<file path="config.mk">
export PLATFORM = sky130hd
export DESIGN_NAME = cp0Top
export DESIGN_NICKNAME = d
export VERILOG_FILES = /design/src/design/cp0Pkg.sv /design/src/design/excSelect.sv /design/src/design/cp0StatusCause.sv /design/src/design/cp0Timer.sv /design/src/design/cp0ExcRegs.sv /design/src/design/cp0Top.sv
export SDC_FILE = /design/constraint.sdc
export NUM_CORES = 1
export LEC_CHECK = 0
export ABC_AREA = 1
export ABC_CLOCK_PERIOD_IN_PS = 2600
export BUFFER_PORTS_ARGS = -buffer_cell sky130_fd_sc_hd__buf_2
export CAP_MARGIN = 40
export CORE_MARGIN = 5
export CORE_UTILIZATION = 45
export CTS_BUF_LIST = sky130_fd_sc_hd__clkbuf_8
export DETAILED_ROUTE_END_ITERATION = 10
export PLACE_DENSITY = 0.72
export SYNTH_ARGS = -nofsm -noshare
export SYNTH_HDL_FRONTEND = slang
export SYNTH_SLANG_ARGS = --single-unit
</file>
<file path="constraint.sdc">
create_clock -name clk -period 2.6 [get_ports clk]
set_input_delay 0 -clock clk [delete_from_list [all_inputs] [get_ports clk]]
set_output_delay 0 -clock clk [all_outputs]
set_load 0.03 [all_outputs]
</file>
<file path="src/design/cp0Pkg.sv">
package cp0Pkg;

    // --------------------------------------------------
    // widths and constants
    // --------------------------------------------------
    localparam int WORD_W     = 32;
    localparam int EXC_CODE_W = 5;
    localparam int CP0_ADDR_W = 8;
    localparam int EXT_INT_W  = 6;

    // general exception entry, BEV is hardwired to 1
    localparam logic [WORD_W-1:0] EXC_VECTOR = 32'hbfc00380;

    // register addresses, {rd, sel}
    localparam logic [CP0_ADDR_W-1:0] ADDR_BADVADDR = {5'd8, 3'd0};
    localparam logic [CP0_ADDR_W-1:0] ADDR_COUNT    = {5'd9, 3'd0};
    localparam logic [CP0_ADDR_W-1:0] ADDR_COMPARE  = {5'd11, 3'd0};
    localparam logic [CP0_ADDR_W-1:0] ADDR_STATUS   = {5'd12, 3'd0};
    localparam logic [CP0_ADDR_W-1:0] ADDR_CAUSE    = {5'd13, 3'd0};
    localparam logic [CP0_ADDR_W-1:0] ADDR_EPC      = {5'd14, 3'd0};

    // address-class codes, these load BadVAddr
    localparam logic [EXC_CODE_W-1:0] EXC_MOD  = 5'd1;
    localparam logic [EXC_CODE_W-1:0] EXC_TLBL = 5'd2;
    localparam logic [EXC_CODE_W-1:0] EXC_TLBS = 5'd3;
    localparam logic [EXC_CODE_W-1:0] EXC_ADEL = 5'd4;
    localparam logic [EXC_CODE_W-1:0] EXC_ADES = 5'd5;

    // --------------------------------------------------
    // pipeline-facing types
    // --------------------------------------------------
    // one record per stage, 73 bits
    typedef struct packed {
        logic                  hasExc;
        logic [EXC_CODE_W-1:0] excCode;
        logic                  isDelaySlot;
        logic [WORD_W-1:0]     pc;
        logic [WORD_W-1:0]     badVAddr;
        logic                  nonBlockMark;
        logic                  eret;
    } stageExc_t;

    // mtc0 command; addr also drives the mfc0 read
    typedef struct packed {
        logic                  wen;
        logic [CP0_ADDR_W-1:0] addr;
        logic [WORD_W-1:0]     data;
    } cp0Write_t;

    typedef enum logic [1:0] {
        SEG_NONE   = 2'd0,
        SEG_EXE    = 2'd1,
        SEG_PREMEM = 2'd2,
        SEG_MEM    = 2'd3
    } excSeg_e;

    // --------------------------------------------------
    // register word layouts
    // --------------------------------------------------
    typedef struct packed {
        logic [8:0] rsvdHi;
        logic       bev;
        logic [5:0] rsvdMid;
        logic [7:0] im;
        logic [5:0] rsvdLo;
        logic       exl;
        logic       ie;
    } statusBits_t;

    typedef struct packed {
        logic                  bd;
        logic                  ti;
        logic [13:0]           rsvdHi;
        logic [7:0]            ip;
        logic                  rsvdMid;
        logic [EXC_CODE_W-1:0] excCode;
        logic [1:0]            rsvdLo;
    } causeBits_t;

    // same 32-bit word seen as Status or as Cause
    typedef union packed {
        logic [WORD_W-1:0] raw;
        statusBits_t       status;
        causeBits_t        cause;
    } cp0Word_u;

endpackage

</file>
<file path="src/design/excSelect.sv">
`timescale 1ns/1ps

module excSelect (
    input  cp0Pkg::stageExc_t exeInfo_i,
    input  cp0Pkg::stageExc_t preMemInfo_i,
    input  cp0Pkg::stageExc_t memInfo_i,
    input  logic              preMemRisk_i,
    input  logic              memRisk_i,
    input  logic              wbRisk_i,
    input  logic              exl_i,
    output cp0Pkg::stageExc_t sel_o,
    output cp0Pkg::excSeg_e   seg_o,
    output logic              takeExc_o
);
    import cp0Pkg::*;

    // --------------------------------------------------
    // oldest stage whose successors carry no risk
    // --------------------------------------------------
    // a stage may only take the exception when everything
    // younger than it in flight is already safe to drop
    always_comb begin
        if (!preMemRisk_i) begin
            sel_o = exeInfo_i;
            seg_o = SEG_EXE;
        end
        else if (!memRisk_i) begin
            sel_o = preMemInfo_i;
            seg_o = SEG_PREMEM;
        end
        else if (!wbRisk_i) begin
            sel_o = memInfo_i;
            seg_o = SEG_MEM;
        end
        else begin
            sel_o = '0;
            seg_o = SEG_NONE;
        end
    end

    // masked while already in the handler
    assign takeExc_o = sel_o.hasExc & ~exl_i;

endmodule

</file>
<file path="src/design/cp0StatusCause.sv">
`timescale 1ns/1ps

module cp0StatusCause (
    input  logic                              clk,
    input  logic                              rst,
    input  cp0Pkg::cp0Write_t                 cp0Wr_i,
    input  cp0Pkg::stageExc_t                 sel_i,
    input  logic                              takeExc_i,
    input  logic                              timerInt_i,
    input  logic [cp0Pkg::EXT_INT_W-1:0]      extInt_i,
    output cp0Pkg::cp0Word_u                  status_o,
    output cp0Pkg::cp0Word_u                  cause_o,
    output logic                              exl_o
);
    import cp0Pkg::*;

    cp0Word_u              wrWord;
    logic                  statusWen;
    logic                  causeWen;
    logic [7:0]            im;
    logic                  exl;
    logic                  ie;
    logic                  bd;
    logic [EXC_CODE_W-1:0] excCode;
    logic [EXT_INT_W-1:0]  extIntQ;
    logic [1:0]            swIp;

    // mtc0 data seen through the union
    assign wrWord.raw = cp0Wr_i.data;
    assign statusWen  = cp0Wr_i.wen && (cp0Wr_i.addr == ADDR_STATUS);
    assign causeWen   = cp0Wr_i.wen && (cp0Wr_i.addr == ADDR_CAUSE);

    // --------------------------------------------------
    // Status
    // --------------------------------------------------
    always_ff @(posedge clk) begin
        if (!rst) begin
            im <= '0;
            ie <= 1'b0;
        end
        else if (statusWen) begin
            im <= wrWord.status.im;
            ie <= wrWord.status.ie;
        end
    end

    // software write beats exception entry beats eret
    always_ff @(posedge clk) begin
        if (!rst) begin
            exl <= 1'b0;
        end
        else if (statusWen) begin
            exl <= wrWord.status.exl;
        end
        else if (takeExc_i) begin
            exl <= 1'b1;
        end
        else if (sel_i.eret) begin
            exl <= 1'b0;
        end
    end

    // --------------------------------------------------
    // Cause
    // --------------------------------------------------
    always_ff @(posedge clk) begin
        if (!rst) begin
            bd      <= 1'b0;
            excCode <= '0;
        end
        else if (takeExc_i) begin
            bd      <= sel_i.isDelaySlot;
            excCode <= sel_i.excCode;
        end
    end

    // hardware lines sampled every cycle, soft bits only by mtc0
    always_ff @(posedge clk) begin
        if (!rst) begin
            extIntQ <= '0;
            swIp    <= '0;
        end
        else begin
            extIntQ <= extInt_i;
            if (causeWen) begin
                swIp <= wrWord.cause.ip[1:0];
            end
        end
    end

    always_comb begin
        status_o            = '0;
        status_o.status.bev = 1'b1;
        status_o.status.im  = im;
        status_o.status.exl = exl;
        status_o.status.ie  = ie;

        cause_o               = '0;
        cause_o.cause.bd      = bd;
        cause_o.cause.ti      = timerInt_i;
        // IP7 shared by ext line 5 and the timer
        cause_o.cause.ip      = {extIntQ[5] | timerInt_i, extIntQ[4:0], swIp};
        cause_o.cause.excCode = excCode;
    end

    assign exl_o = exl;

endmodule

</file>
<file path="src/design/cp0Timer.sv">
`timescale 1ns/1ps

module cp0Timer (
    input  logic                          clk,
    input  logic                          rst,
    input  cp0Pkg::cp0Write_t             cp0Wr_i,
    output logic [cp0Pkg::WORD_W-1:0]     count_o,
    output logic [cp0Pkg::WORD_W-1:0]     compare_o,
    output logic                          timerInt_o
);
    import cp0Pkg::*;

    logic              tickPhase;
    logic [WORD_W-1:0] count;
    logic [WORD_W-1:0] compare;
    logic              ti;
    logic              countWen;
    logic              compareWen;

    assign countWen   = cp0Wr_i.wen && (cp0Wr_i.addr == ADDR_COUNT);
    assign compareWen = cp0Wr_i.wen && (cp0Wr_i.addr == ADDR_COMPARE);

    // --------------------------------------------------
    // half-rate count
    // --------------------------------------------------
    // phase runs freely, a Count write leaves it alone
    always_ff @(posedge clk) begin
        if (!rst) begin
            tickPhase <= 1'b0;
        end
        else begin
            tickPhase <= ~tickPhase;
        end
    end

    always_ff @(posedge clk) begin
        if (!rst) begin
            count <= '0;
        end
        else if (countWen) begin
            count <= cp0Wr_i.data;
        end
        else if (tickPhase) begin
            count <= count + 1'b1;
        end
    end

    always_ff @(posedge clk) begin
        if (!rst) begin
            compare <= '0;
        end
        else if (compareWen) begin
            compare <= cp0Wr_i.data;
        end
    end

    // clear on Compare write wins over a match
    always_ff @(posedge clk) begin
        if (!rst) begin
            ti <= 1'b0;
        end
        else if (compareWen) begin
            ti <= 1'b0;
        end
        else if (count == compare) begin
            ti <= 1'b1;
        end
    end

    assign count_o    = count;
    assign compare_o  = compare;
    assign timerInt_o = ti;

endmodule

</file>
<file path="src/design/cp0ExcRegs.sv">
`timescale 1ns/1ps

module cp0ExcRegs (
    input  logic                          clk,
    input  logic                          rst,
    input  cp0Pkg::cp0Write_t             cp0Wr_i,
    input  cp0Pkg::stageExc_t             sel_i,
    input  logic                          takeExc_i,
    output logic [cp0Pkg::WORD_W-1:0]     epc_o,
    output logic [cp0Pkg::WORD_W-1:0]     badVAddr_o
);
    import cp0Pkg::*;

    logic [WORD_W-1:0] epc;
    logic [WORD_W-1:0] badVAddr;
    logic [WORD_W-1:0] retPc;
    logic              addrClass;
    logic              epcWen;

    // return to the branch when the fault sits in its delay slot
    assign retPc     = sel_i.isDelaySlot ? (sel_i.pc - 32'd4) : sel_i.pc;
    assign addrClass = sel_i.excCode inside {EXC_MOD, EXC_TLBL, EXC_TLBS, EXC_ADEL, EXC_ADES};
    assign epcWen    = cp0Wr_i.wen && (cp0Wr_i.addr == ADDR_EPC);

    always_ff @(posedge clk) begin
        if (!rst) begin
            epc <= '0;
        end
        else if (takeExc_i) begin
            epc <= retPc;
        end
        else if (epcWen) begin
            epc <= cp0Wr_i.data;
        end
    end

    // read-only to software
    always_ff @(posedge clk) begin
        if (!rst) begin
            badVAddr <= '0;
        end
        else if (takeExc_i && addrClass) begin
            badVAddr <= sel_i.badVAddr;
        end
    end

    assign epc_o      = epc;
    assign badVAddr_o = badVAddr;

endmodule

</file>
<file path="src/design/cp0Top.sv">
`timescale 1ns/1ps

module cp0Top (
    input  logic                          clk,
    input  logic                          rst,
    input  cp0Pkg::stageExc_t             exeInfo_i,
    input  cp0Pkg::stageExc_t             preMemInfo_i,
    input  cp0Pkg::stageExc_t             memInfo_i,
    input  logic                          preMemRisk_i,
    input  logic                          memRisk_i,
    input  logic                          wbRisk_i,
    input  cp0Pkg::cp0Write_t             cp0Wr_i,
    input  logic [cp0Pkg::EXT_INT_W-1:0]  extInt_i,
    output logic [cp0Pkg::WORD_W-1:0]     readData_o,
    output logic                          excOccur_o,
    output logic [cp0Pkg::WORD_W-1:0]     excDestPc_o,
    output logic                          nonBlockMark_o,
    output cp0Pkg::excSeg_e               excSeg_o,
    output cp0Pkg::cp0Word_u              status_o,
    output cp0Pkg::cp0Word_u              cause_o
);
    import cp0Pkg::*;

    stageExc_t         sel;
    logic              takeExc;
    logic              exl;
    logic              timerInt;
    logic [WORD_W-1:0] count;
    logic [WORD_W-1:0] compare;
    logic [WORD_W-1:0] epc;
    logic [WORD_W-1:0] badVAddr;

    // --------------------------------------------------
    // sub-blocks
    // --------------------------------------------------
    excSelect u_excSelect (
        .exeInfo_i    (exeInfo_i),
        .preMemInfo_i (preMemInfo_i),
        .memInfo_i    (memInfo_i),
        .preMemRisk_i (preMemRisk_i),
        .memRisk_i    (memRisk_i),
        .wbRisk_i     (wbRisk_i),
        .exl_i        (exl),
        .sel_o        (sel),
        .seg_o        (excSeg_o),
        .takeExc_o    (takeExc)
    );

    cp0StatusCause u_statusCause (
        .clk        (clk),
        .rst        (rst),
        .cp0Wr_i    (cp0Wr_i),
        .sel_i      (sel),
        .takeExc_i  (takeExc),
        .timerInt_i (timerInt),
        .extInt_i   (extInt_i),
        .status_o   (status_o),
        .cause_o    (cause_o),
        .exl_o      (exl)
    );

    cp0Timer u_timer (
        .clk        (clk),
        .rst        (rst),
        .cp0Wr_i    (cp0Wr_i),
        .count_o    (count),
        .compare_o  (compare),
        .timerInt_o (timerInt)
    );

    cp0ExcRegs u_excRegs (
        .clk        (clk),
        .rst        (rst),
        .cp0Wr_i    (cp0Wr_i),
        .sel_i      (sel),
        .takeExc_i  (takeExc),
        .epc_o      (epc),
        .badVAddr_o (badVAddr)
    );

    // --------------------------------------------------
    // mfc0 read and redirect
    // --------------------------------------------------
    always_comb begin
        case (cp0Wr_i.addr)
            ADDR_STATUS:   readData_o = status_o.raw;
            ADDR_CAUSE:    readData_o = cause_o.raw;
            ADDR_EPC:      readData_o = epc;
            ADDR_BADVADDR: readData_o = badVAddr;
            ADDR_COUNT:    readData_o = count;
            ADDR_COMPARE:  readData_o = compare;
            default:       readData_o = '0;
        endcase
    end

    // exception entry outranks eret for the target
    assign excOccur_o  = takeExc | sel.eret;
    assign excDestPc_o = takeExc  ? EXC_VECTOR :
                         sel.eret ? epc        : '0;

    assign nonBlockMark_o = sel.nonBlockMark;

endmodule

</file>
==> results_dict.tcl, run 1 <==
set metrics [dict create \
    max_slew_margin_pct 50.6 \
    die-area_um2 26800 \
    fmax_mhz 434 \
    worstSetupEndpoint "u_excRegs.epc_o[24]" \
    met3WireLength_um 5130 \
    ys_seq_area_share_pct 28.9 \
    layout.nets 2345 \
    avgViaCountPerCell 5.54 \
    worstPathMaxFanout 27 \
    vdd_ir_drop_max_mv 0.285 \
    drc 0 \
    final_util_pct 59.2 \
    async_flop_share_pct 0 \
    syn_avg_cell_area_um2 6.38 \
    drv_slew 0 \
    gp_congestion 1.00 \
    drive_above_1_share_pct 23.6 \
    pwr-share-seq_pct 43.6 \
    drt-total-wl_um 49100 \
    yosysWarnings 0 \
    die_w_um 164 \
    insertion_delay_ns 0.47 \
    syn_area_um2 10700 \
    first_global_vias 12400 \
    synth_edf_count 0 \
    comb_power_share_pct 26.9 \
    nFillCells 2379 \
    routed-via-count 13300 \
    numPortBuffers 363 \
    rows 56 \
    hold_viol 0 \
    crit_required_ns 3.02 \
    finalCriticalPeriod_ns 2.31 \
    r2r-end "u_excRegs.epc_o[24]" \
    worstReg2RegStart "u_statusCause.exl_o" \
    grt.total_usage_pct 35.1 \
    ctsLongestPathBuffers 2 \
    htree_levels 4 \
    antenna_found_initial 4 \
    first_pass_iters 6 \
    setup_viol 0 \
    numClockSinks 154 \
    clkPwrFrac_pct 29.5 \
    end_kind "flop" \
    pin_count 403 \
    clockRootBuffer "clkbuf_8" \
    p_leak_nw 6.19 \
    hp-class "in2reg" \
    cts_buffers 17 \
    ff2ff_setup_slack_ns 0.29 \
    critPathArrivalTime_ns 2.72 \
    worstRegToRegCells 8 \
    rsz0062_at_grt "no" \
    grt.overflow.total 0 \
    initial_utilization_pct 45.5 \
    synthCells 1669 \
    ys.flop_type "dfxtp_1" \
    dp_hpwl_um 38900 \
    grt_pass1_wl_um 72400 \
    dieHeight_um 164 \
    wl_met1_um 18900 \
    switching_share_pct 36.8 \
    outcome "completed" \
    crit_path_start "u_statusCause.exl_o" \
    worst-setup-path-type "reg2reg" \
    ys_ff_latch 154 \
    wl_per_cell_um 20.4 \
    fin_skew_ns 0.0123 \
    intPower_mw 3.72 \
    p_switching_mw 2.17 \
    report.power.total_mw 5.89 \
    synth_cell_types 49 \
    drv_cap 0 \
    tightest_slew_ns 0.739 \
    antenna_left 0 \
    highest_layer "met4" \
    post_cts_resized 0 \
    cp-start-kind "flop" \
    fin_crit_sh_pct 88.7 \
    setup_tns_ns 0 \
    wl_met2_um 23400 \
    drt-initial-drc-count 1686 \
    core-area_um2 23400 \
    grt_max_degree 95 \
    cts_tree "yes" \
    area_growth_pct 30.0 \
    p_per_area_nw_per_um2 425 \
    clkSlewWorstSetupHoldPaths_ns 0.09 \
]
## synth_stat cells (2+ instances only)
library cell	n	area share [%]
a211oi_1	4	0.28
a21oi_1	107	5.0
a221o_1	2	0.19
a221oi_1	52	4.3
a22oi_1	4	0.28
a31oi_1	15	0.88
buf_1	10	0.35
buf_2	10	0.47
buf_4	51	3.6
buf_6	3	0.32
clkbuf_1	70	2.5
clkbuf_2	6	0.28
conb_1	2	0.071
dfxtp_1	154	29
ha_1	2	0.23
inv_1	143	5.0
inv_2	6	0.21
nand2_1	388	14
nand2_2	2	0.12
nand3_1	99	4.7
nand3_2	2	0.19
nand3b_1	4	0.28
nand4_1	24	1.4
nor2_1	178	6.3
nor2_2	12	0.70
nor2_4	2	0.21
nor3_1	19	0.89
nor3_2	4	0.38
nor4_1	4	0.23
o2111ai_1	14	1.2
o211ai_1	7	0.49
o21a_1	3	0.21
o21ai_0	132	6.2
o21ai_1	7	0.33
o21ai_2	2	0.16
o221ai_1	14	1.2
o22ai_1	10	0.59
or2_2	24	1.4
xnor2_1	42	3.5
xor2_1	26	2.1
## worst min path at each step
stage / startpoint / cells after the start / endpoint
2_1_floorplan: extInt_i[0] / 2 / u_statusCause.extIntQ[0]
3_3_place_gp: extInt_i[1] / 3 / u_statusCause.extIntQ[1]
3_5_place_dp: extInt_i[3] / 3 / u_statusCause.extIntQ[3]
4_1_cts: memInfo_i[67] / 5 / u_statusCause.excCode[0]
5_1_grt: preMemInfo_i[12] / 5 / u_excRegs.badVAddr_o[10]
6_report: exeInfo_i[25] / 5 / u_excRegs.badVAddr_o[23]
## power by group through the flow
stage,Clock (mW),Combinational [mW],Sequential (mW)
3_5_place_dp,0,1.44,2.62
4_1_cts,1.74,1.55,2.56
2_1_floorplan,0,0.920,2.58
6_report,1.74,1.58,2.57
3_3_place_gp,0,1.44,2.62
5_1_grt,1.85,1.71,2.57
## layout make-up
type / count / area (um^2) / share of cell area (%)
multi-input cells: 1252 / 6350 / 45.9
flip-flops and latches: 154 / 3080 / 22.3
repair buffers: 497 / 3080 / 22.2
inverters: 150 / 563 / 4.07
well taps: 319 / 399 / 2.88
clock buffers: 18 / 248 / 1.79
clock inverters: 14 / 115 / 0.831
diodes: 4 / 10.0 / 0.0723
## repair_timing
item                                   4_1_cts  5_1_grt
setup endpoints to repair                    0        7
hold buffers                                91        0
setup buffers                                0        1
endpoints found under the hold margin      139        0
## through the flow
step	setup WS (ns)	hold WS, ns	cells	area (um^2)
4_1_cts	0.198	0.00406	2403	13800
3_5_place_dp	0.339	0.189	2280	12600
5_1_grt	0.0708	0.0384	2408	13800
3_3_place_gp	0.401	0.182	2280	12600
6_report	0.294	0.00924	2408	13800
2_1_floorplan	0.666	0.0976	1706	10800
## state kept, by name, summed over array words and instances, names as in the netlist
name,flops
u_excRegs.badVAddr_o,32
u_excRegs.epc_o,32
u_statusCause.bd,1
u_statusCause.excCode,5
u_statusCause.exl_o,1
u_statusCause.extIntQ,6
u_statusCause.ie,1
u_statusCause.im,8
u_statusCause.swIp,2
u_timer.compare_o,32
u_timer.count_o,32
u_timer.tickPhase,1
u_timer.timerInt_o,1
## critical path, cell delays in order, from the launching register on
cell,delay (ns)
dfxtp_1,0.50
nor3_4,0.09
buf_4,0.17
inv_2,0.11
nand2_2,0.16
inv_2,0.41
nand2_1,0.10
a21oi_1,0.15
dlygate4sd3_1,0.55
## layer usage
metal	GRT usage (%)	vias up
li1	-	6291
met1	45.9	6121
met2	58.1	810
met3	7.15	122
met4	11.6	0
met5	0	-
## placed cells by master (no fill, tap or decap), types with 19 or more instances in the layout
cell,n
dlygate4sd3_1,91
dfxtp_1,154
or2_2,24
nand3_1,99
xnor2_1,42
a21oi_1,107
a221oi_1,52
nor2_1,178
nand2_1,388
nor3_1,19
buf_4,42
xor2_1,26
buf_2,362
o21ai_0,132
nand4_1,24
conb_1,39
inv_1,144
## kinds of logic after synthesis
family / count (synthesis) / share of synthesized area, %
flops: 154 / 28.9
fa+ha+maj: 2 / 0.235
xor+xnor: 68 / 5.59
buf+inv: 300 / 12.8
compound gates: 378 / 21.6
other cells: 2 / 0.0705
simple gates: 765 / 30.8
Note: power is estimated with default switching activity, not from simulation.
==> run 2, diff against run 1 <==
--- a/config.mk
+++ b/config.mk
@@ -13,7 +13,7 @@
 export CORE_UTILIZATION = 45
 export CTS_BUF_LIST = sky130_fd_sc_hd__clkbuf_8
 export DETAILED_ROUTE_END_ITERATION = 10
-export PLACE_DENSITY = 0.72
+export PLACE_DENSITY_LB_ADDON = 0.1
 export SYNTH_ARGS = -nofsm -noshare
 export SYNTH_HDL_FRONTEND = slang
 export SYNTH_SLANG_ARGS = --single-unit
==> run 2 against run 1 <==
- hold slack got worse by 0.00063 ns
- sequential power barely moved
- routed wire length is 5.8% higher
- first-iteration DRC count down 1.6%
- via count grew 1.1%
- sequential share of layout area shrank 0.33 points
- largest cell class unchanged
- non-clock buffer count increased by 15
- core utilization is 0.90 points higher
- highest routed layer unchanged
- clock power rose by 10%
- combinational power grew 3%
- global-route usage is 2.0 points higher
==> results_dict.tcl, run 2 (synthesis gave the netlist of run 1 again) <==
set metrics [dict create \
    critPathArrivalTime_ns 2.53 \
    die_w_um 164 \
    multi_input_area_um2 6350 \
    wl_met2_um 24800 \
    clockRootBuffer "clkbuf_8" \
    drc 0 \
    finalCriticalPeriod_ns 2.53 \
    nFillCells 2359 \
    drv_cap 0 \
    crit_path_start "u_statusCause.exl_o" \
    antenna_found_initial 7 \
    layout_common_cells "nand2_1 (388), buf_2 (362), nor2_1 (178)" \
    report.power.total_mw 6.12 \
    r2r-end "u_timer.count_o[24]" \
    p_leak_nw 6.34 \
    worst_hold_slack_ns 0.00861 \
    drive_above_1_share_pct 23.6 \
    dp_slack_ns 0.292 \
    drt-total-wl_um 52000 \
    cts_buffers 17 \
    highest_layer "met4" \
    fin_skew_ns 0.0199 \
    grt_pass1_wl_um 76100 \
    worst-setup-path-type "reg2out" \
    timing.final.ws_setup_ns 0.0707 \
    numClockSinks 154 \
    gp_congestion 0.957 \
    tightest_slew_ns 0.773 \
    hp-class "in2reg" \
    final_util_pct 60.1 \
    cts_setup_buffers 0 \
    drv_slew 0 \
    fmax_mhz 395 \
    grt.total_usage_pct 37.1 \
    pin_count 403 \
    first_global_vias 13000 \
    dp.cells 2285 \
    p_per_area_nw_per_um2 436 \
    clkSlewWorstSetupHoldPaths_ns 0.10 \
    drt-initial-drc-count 1659 \
    initial_utilization_pct 45.5 \
    dieHeight_um 164 \
    max_slew_margin_pct 48.4 \
    hold_path_depth 5 \
    area_growth_pct 32.0 \
    core-area_um2 23400 \
    met3WireLength_um 5050 \
    worstPathMaxFanout 18 \
    antenna_left 0 \
    routed-via-count 13500 \
    first_pass_iters 9 \
    cts_tree "yes" \
    die-area_um2 26800 \
    dpl_cell_area_um2 12600 \
    holdBufCountCts 102 \
    wl_met1_um 20100 \
    layout.nets 2360 \
    grt_max_degree 65 \
    worstRegToRegCells 16 \
    outcome "completed" \
    setup_tns_ns 0 \
    ff2ff_setup_slack_ns 0.30 \
    crit_required_ns 2.60 \
    cp-start-kind "flop" \
    hold_viol 0 \
    dp_hpwl_um 40500 \
    avgViaCountPerCell 5.56 \
    finalInstanceArea_um2 14100 \
    vdd_ir_drop_max_mv 0.269 \
    worstSetupEndpoint "excDestPc_o[8]" \
    seq_area_um2 3080 \
    rsz0062_at_grt "no" \
    end_kind "output port" \
    setup_viol 0 \
    worstReg2RegStart "u_timer.count_o[0]" \
    ctsLongestPathBuffers 2 \
    insertion_delay_ns 0.47 \
    layout_commonest_cell "nand2_1" \
    post_cts_resized 0 \
    numPortBuffers 363 \
    htree_levels 4 \
    fin_crit_sh_pct 97.3 \
    rows 56 \
    grt.overflow.total 0 \
    wl_per_cell_um 21.4 \
    layout.cells.non_filler 2426 \
]
[run 2: cell count changes in the layout (fill, tap and decap cells not counted), moves of 2 or more]
cell,previous run,this run
clkinvlp_4,3,1
dlygate4sd3_1,91,102
diode_2,4,7
buf_4,42,44
clkinv_4,3,0
inv_8,2,5
[run 2: worst min path at each step]
stage                          start  slack [ns]                        to
floorplan                extInt_i[0]         0.1  u_statusCause.extIntQ[0]
global placement         extInt_i[5]        0.18  u_statusCause.extIntQ[5]
detailed placement       extInt_i[4]        0.19  u_statusCause.extIntQ[4]
CTS                    memInfo_i[17]      0.0002  u_excRegs.badVAddr_o[15]
global route           memInfo_i[17]        0.02  u_excRegs.badVAddr_o[15]
finish              preMemInfo_i[33]       0.009  u_excRegs.badVAddr_o[31]
[run 2: area by class of cell]
class / count / area share, %
Clock inverter: 15 / 1.13
Sequential cell: 154 / 21.9
Clock buffer: 17 / 1.66
Multi-Input combinational cell: 1252 / 45.2
Tap cell: 319 / 2.84
Antenna cell: 7 / 0.125
Timing Repair Buffer: 512 / 23.1
Inverter: 150 / 4.00
[run 2: critical path, cell delays in order, from the launching register on]
cell and delay (ns):
dfxtp_1 0.47, nor3_4 0.46, inv_2 0.23, buf_4 0.26, nand2_1 0.22, o21a_1 0.20, buf_2 0.21
[run 2: layer usage]
metal | global-route usage [%] | vias to the layer above
met1 | 47.7 | 6220
met3 | 7.48 | 121
met2 | 61.3 | 822
met4 | 14.5 | 0
li1 | - | 6329
met5 | 0 | -
[run 2: power breakdown]
group          total (mW)  internal (mW)  switching (mW)
clock network        1.92          0.802            1.12
logic                1.63          0.576            1.05
registers            2.58           2.47           0.112
total                6.12           3.84            2.28
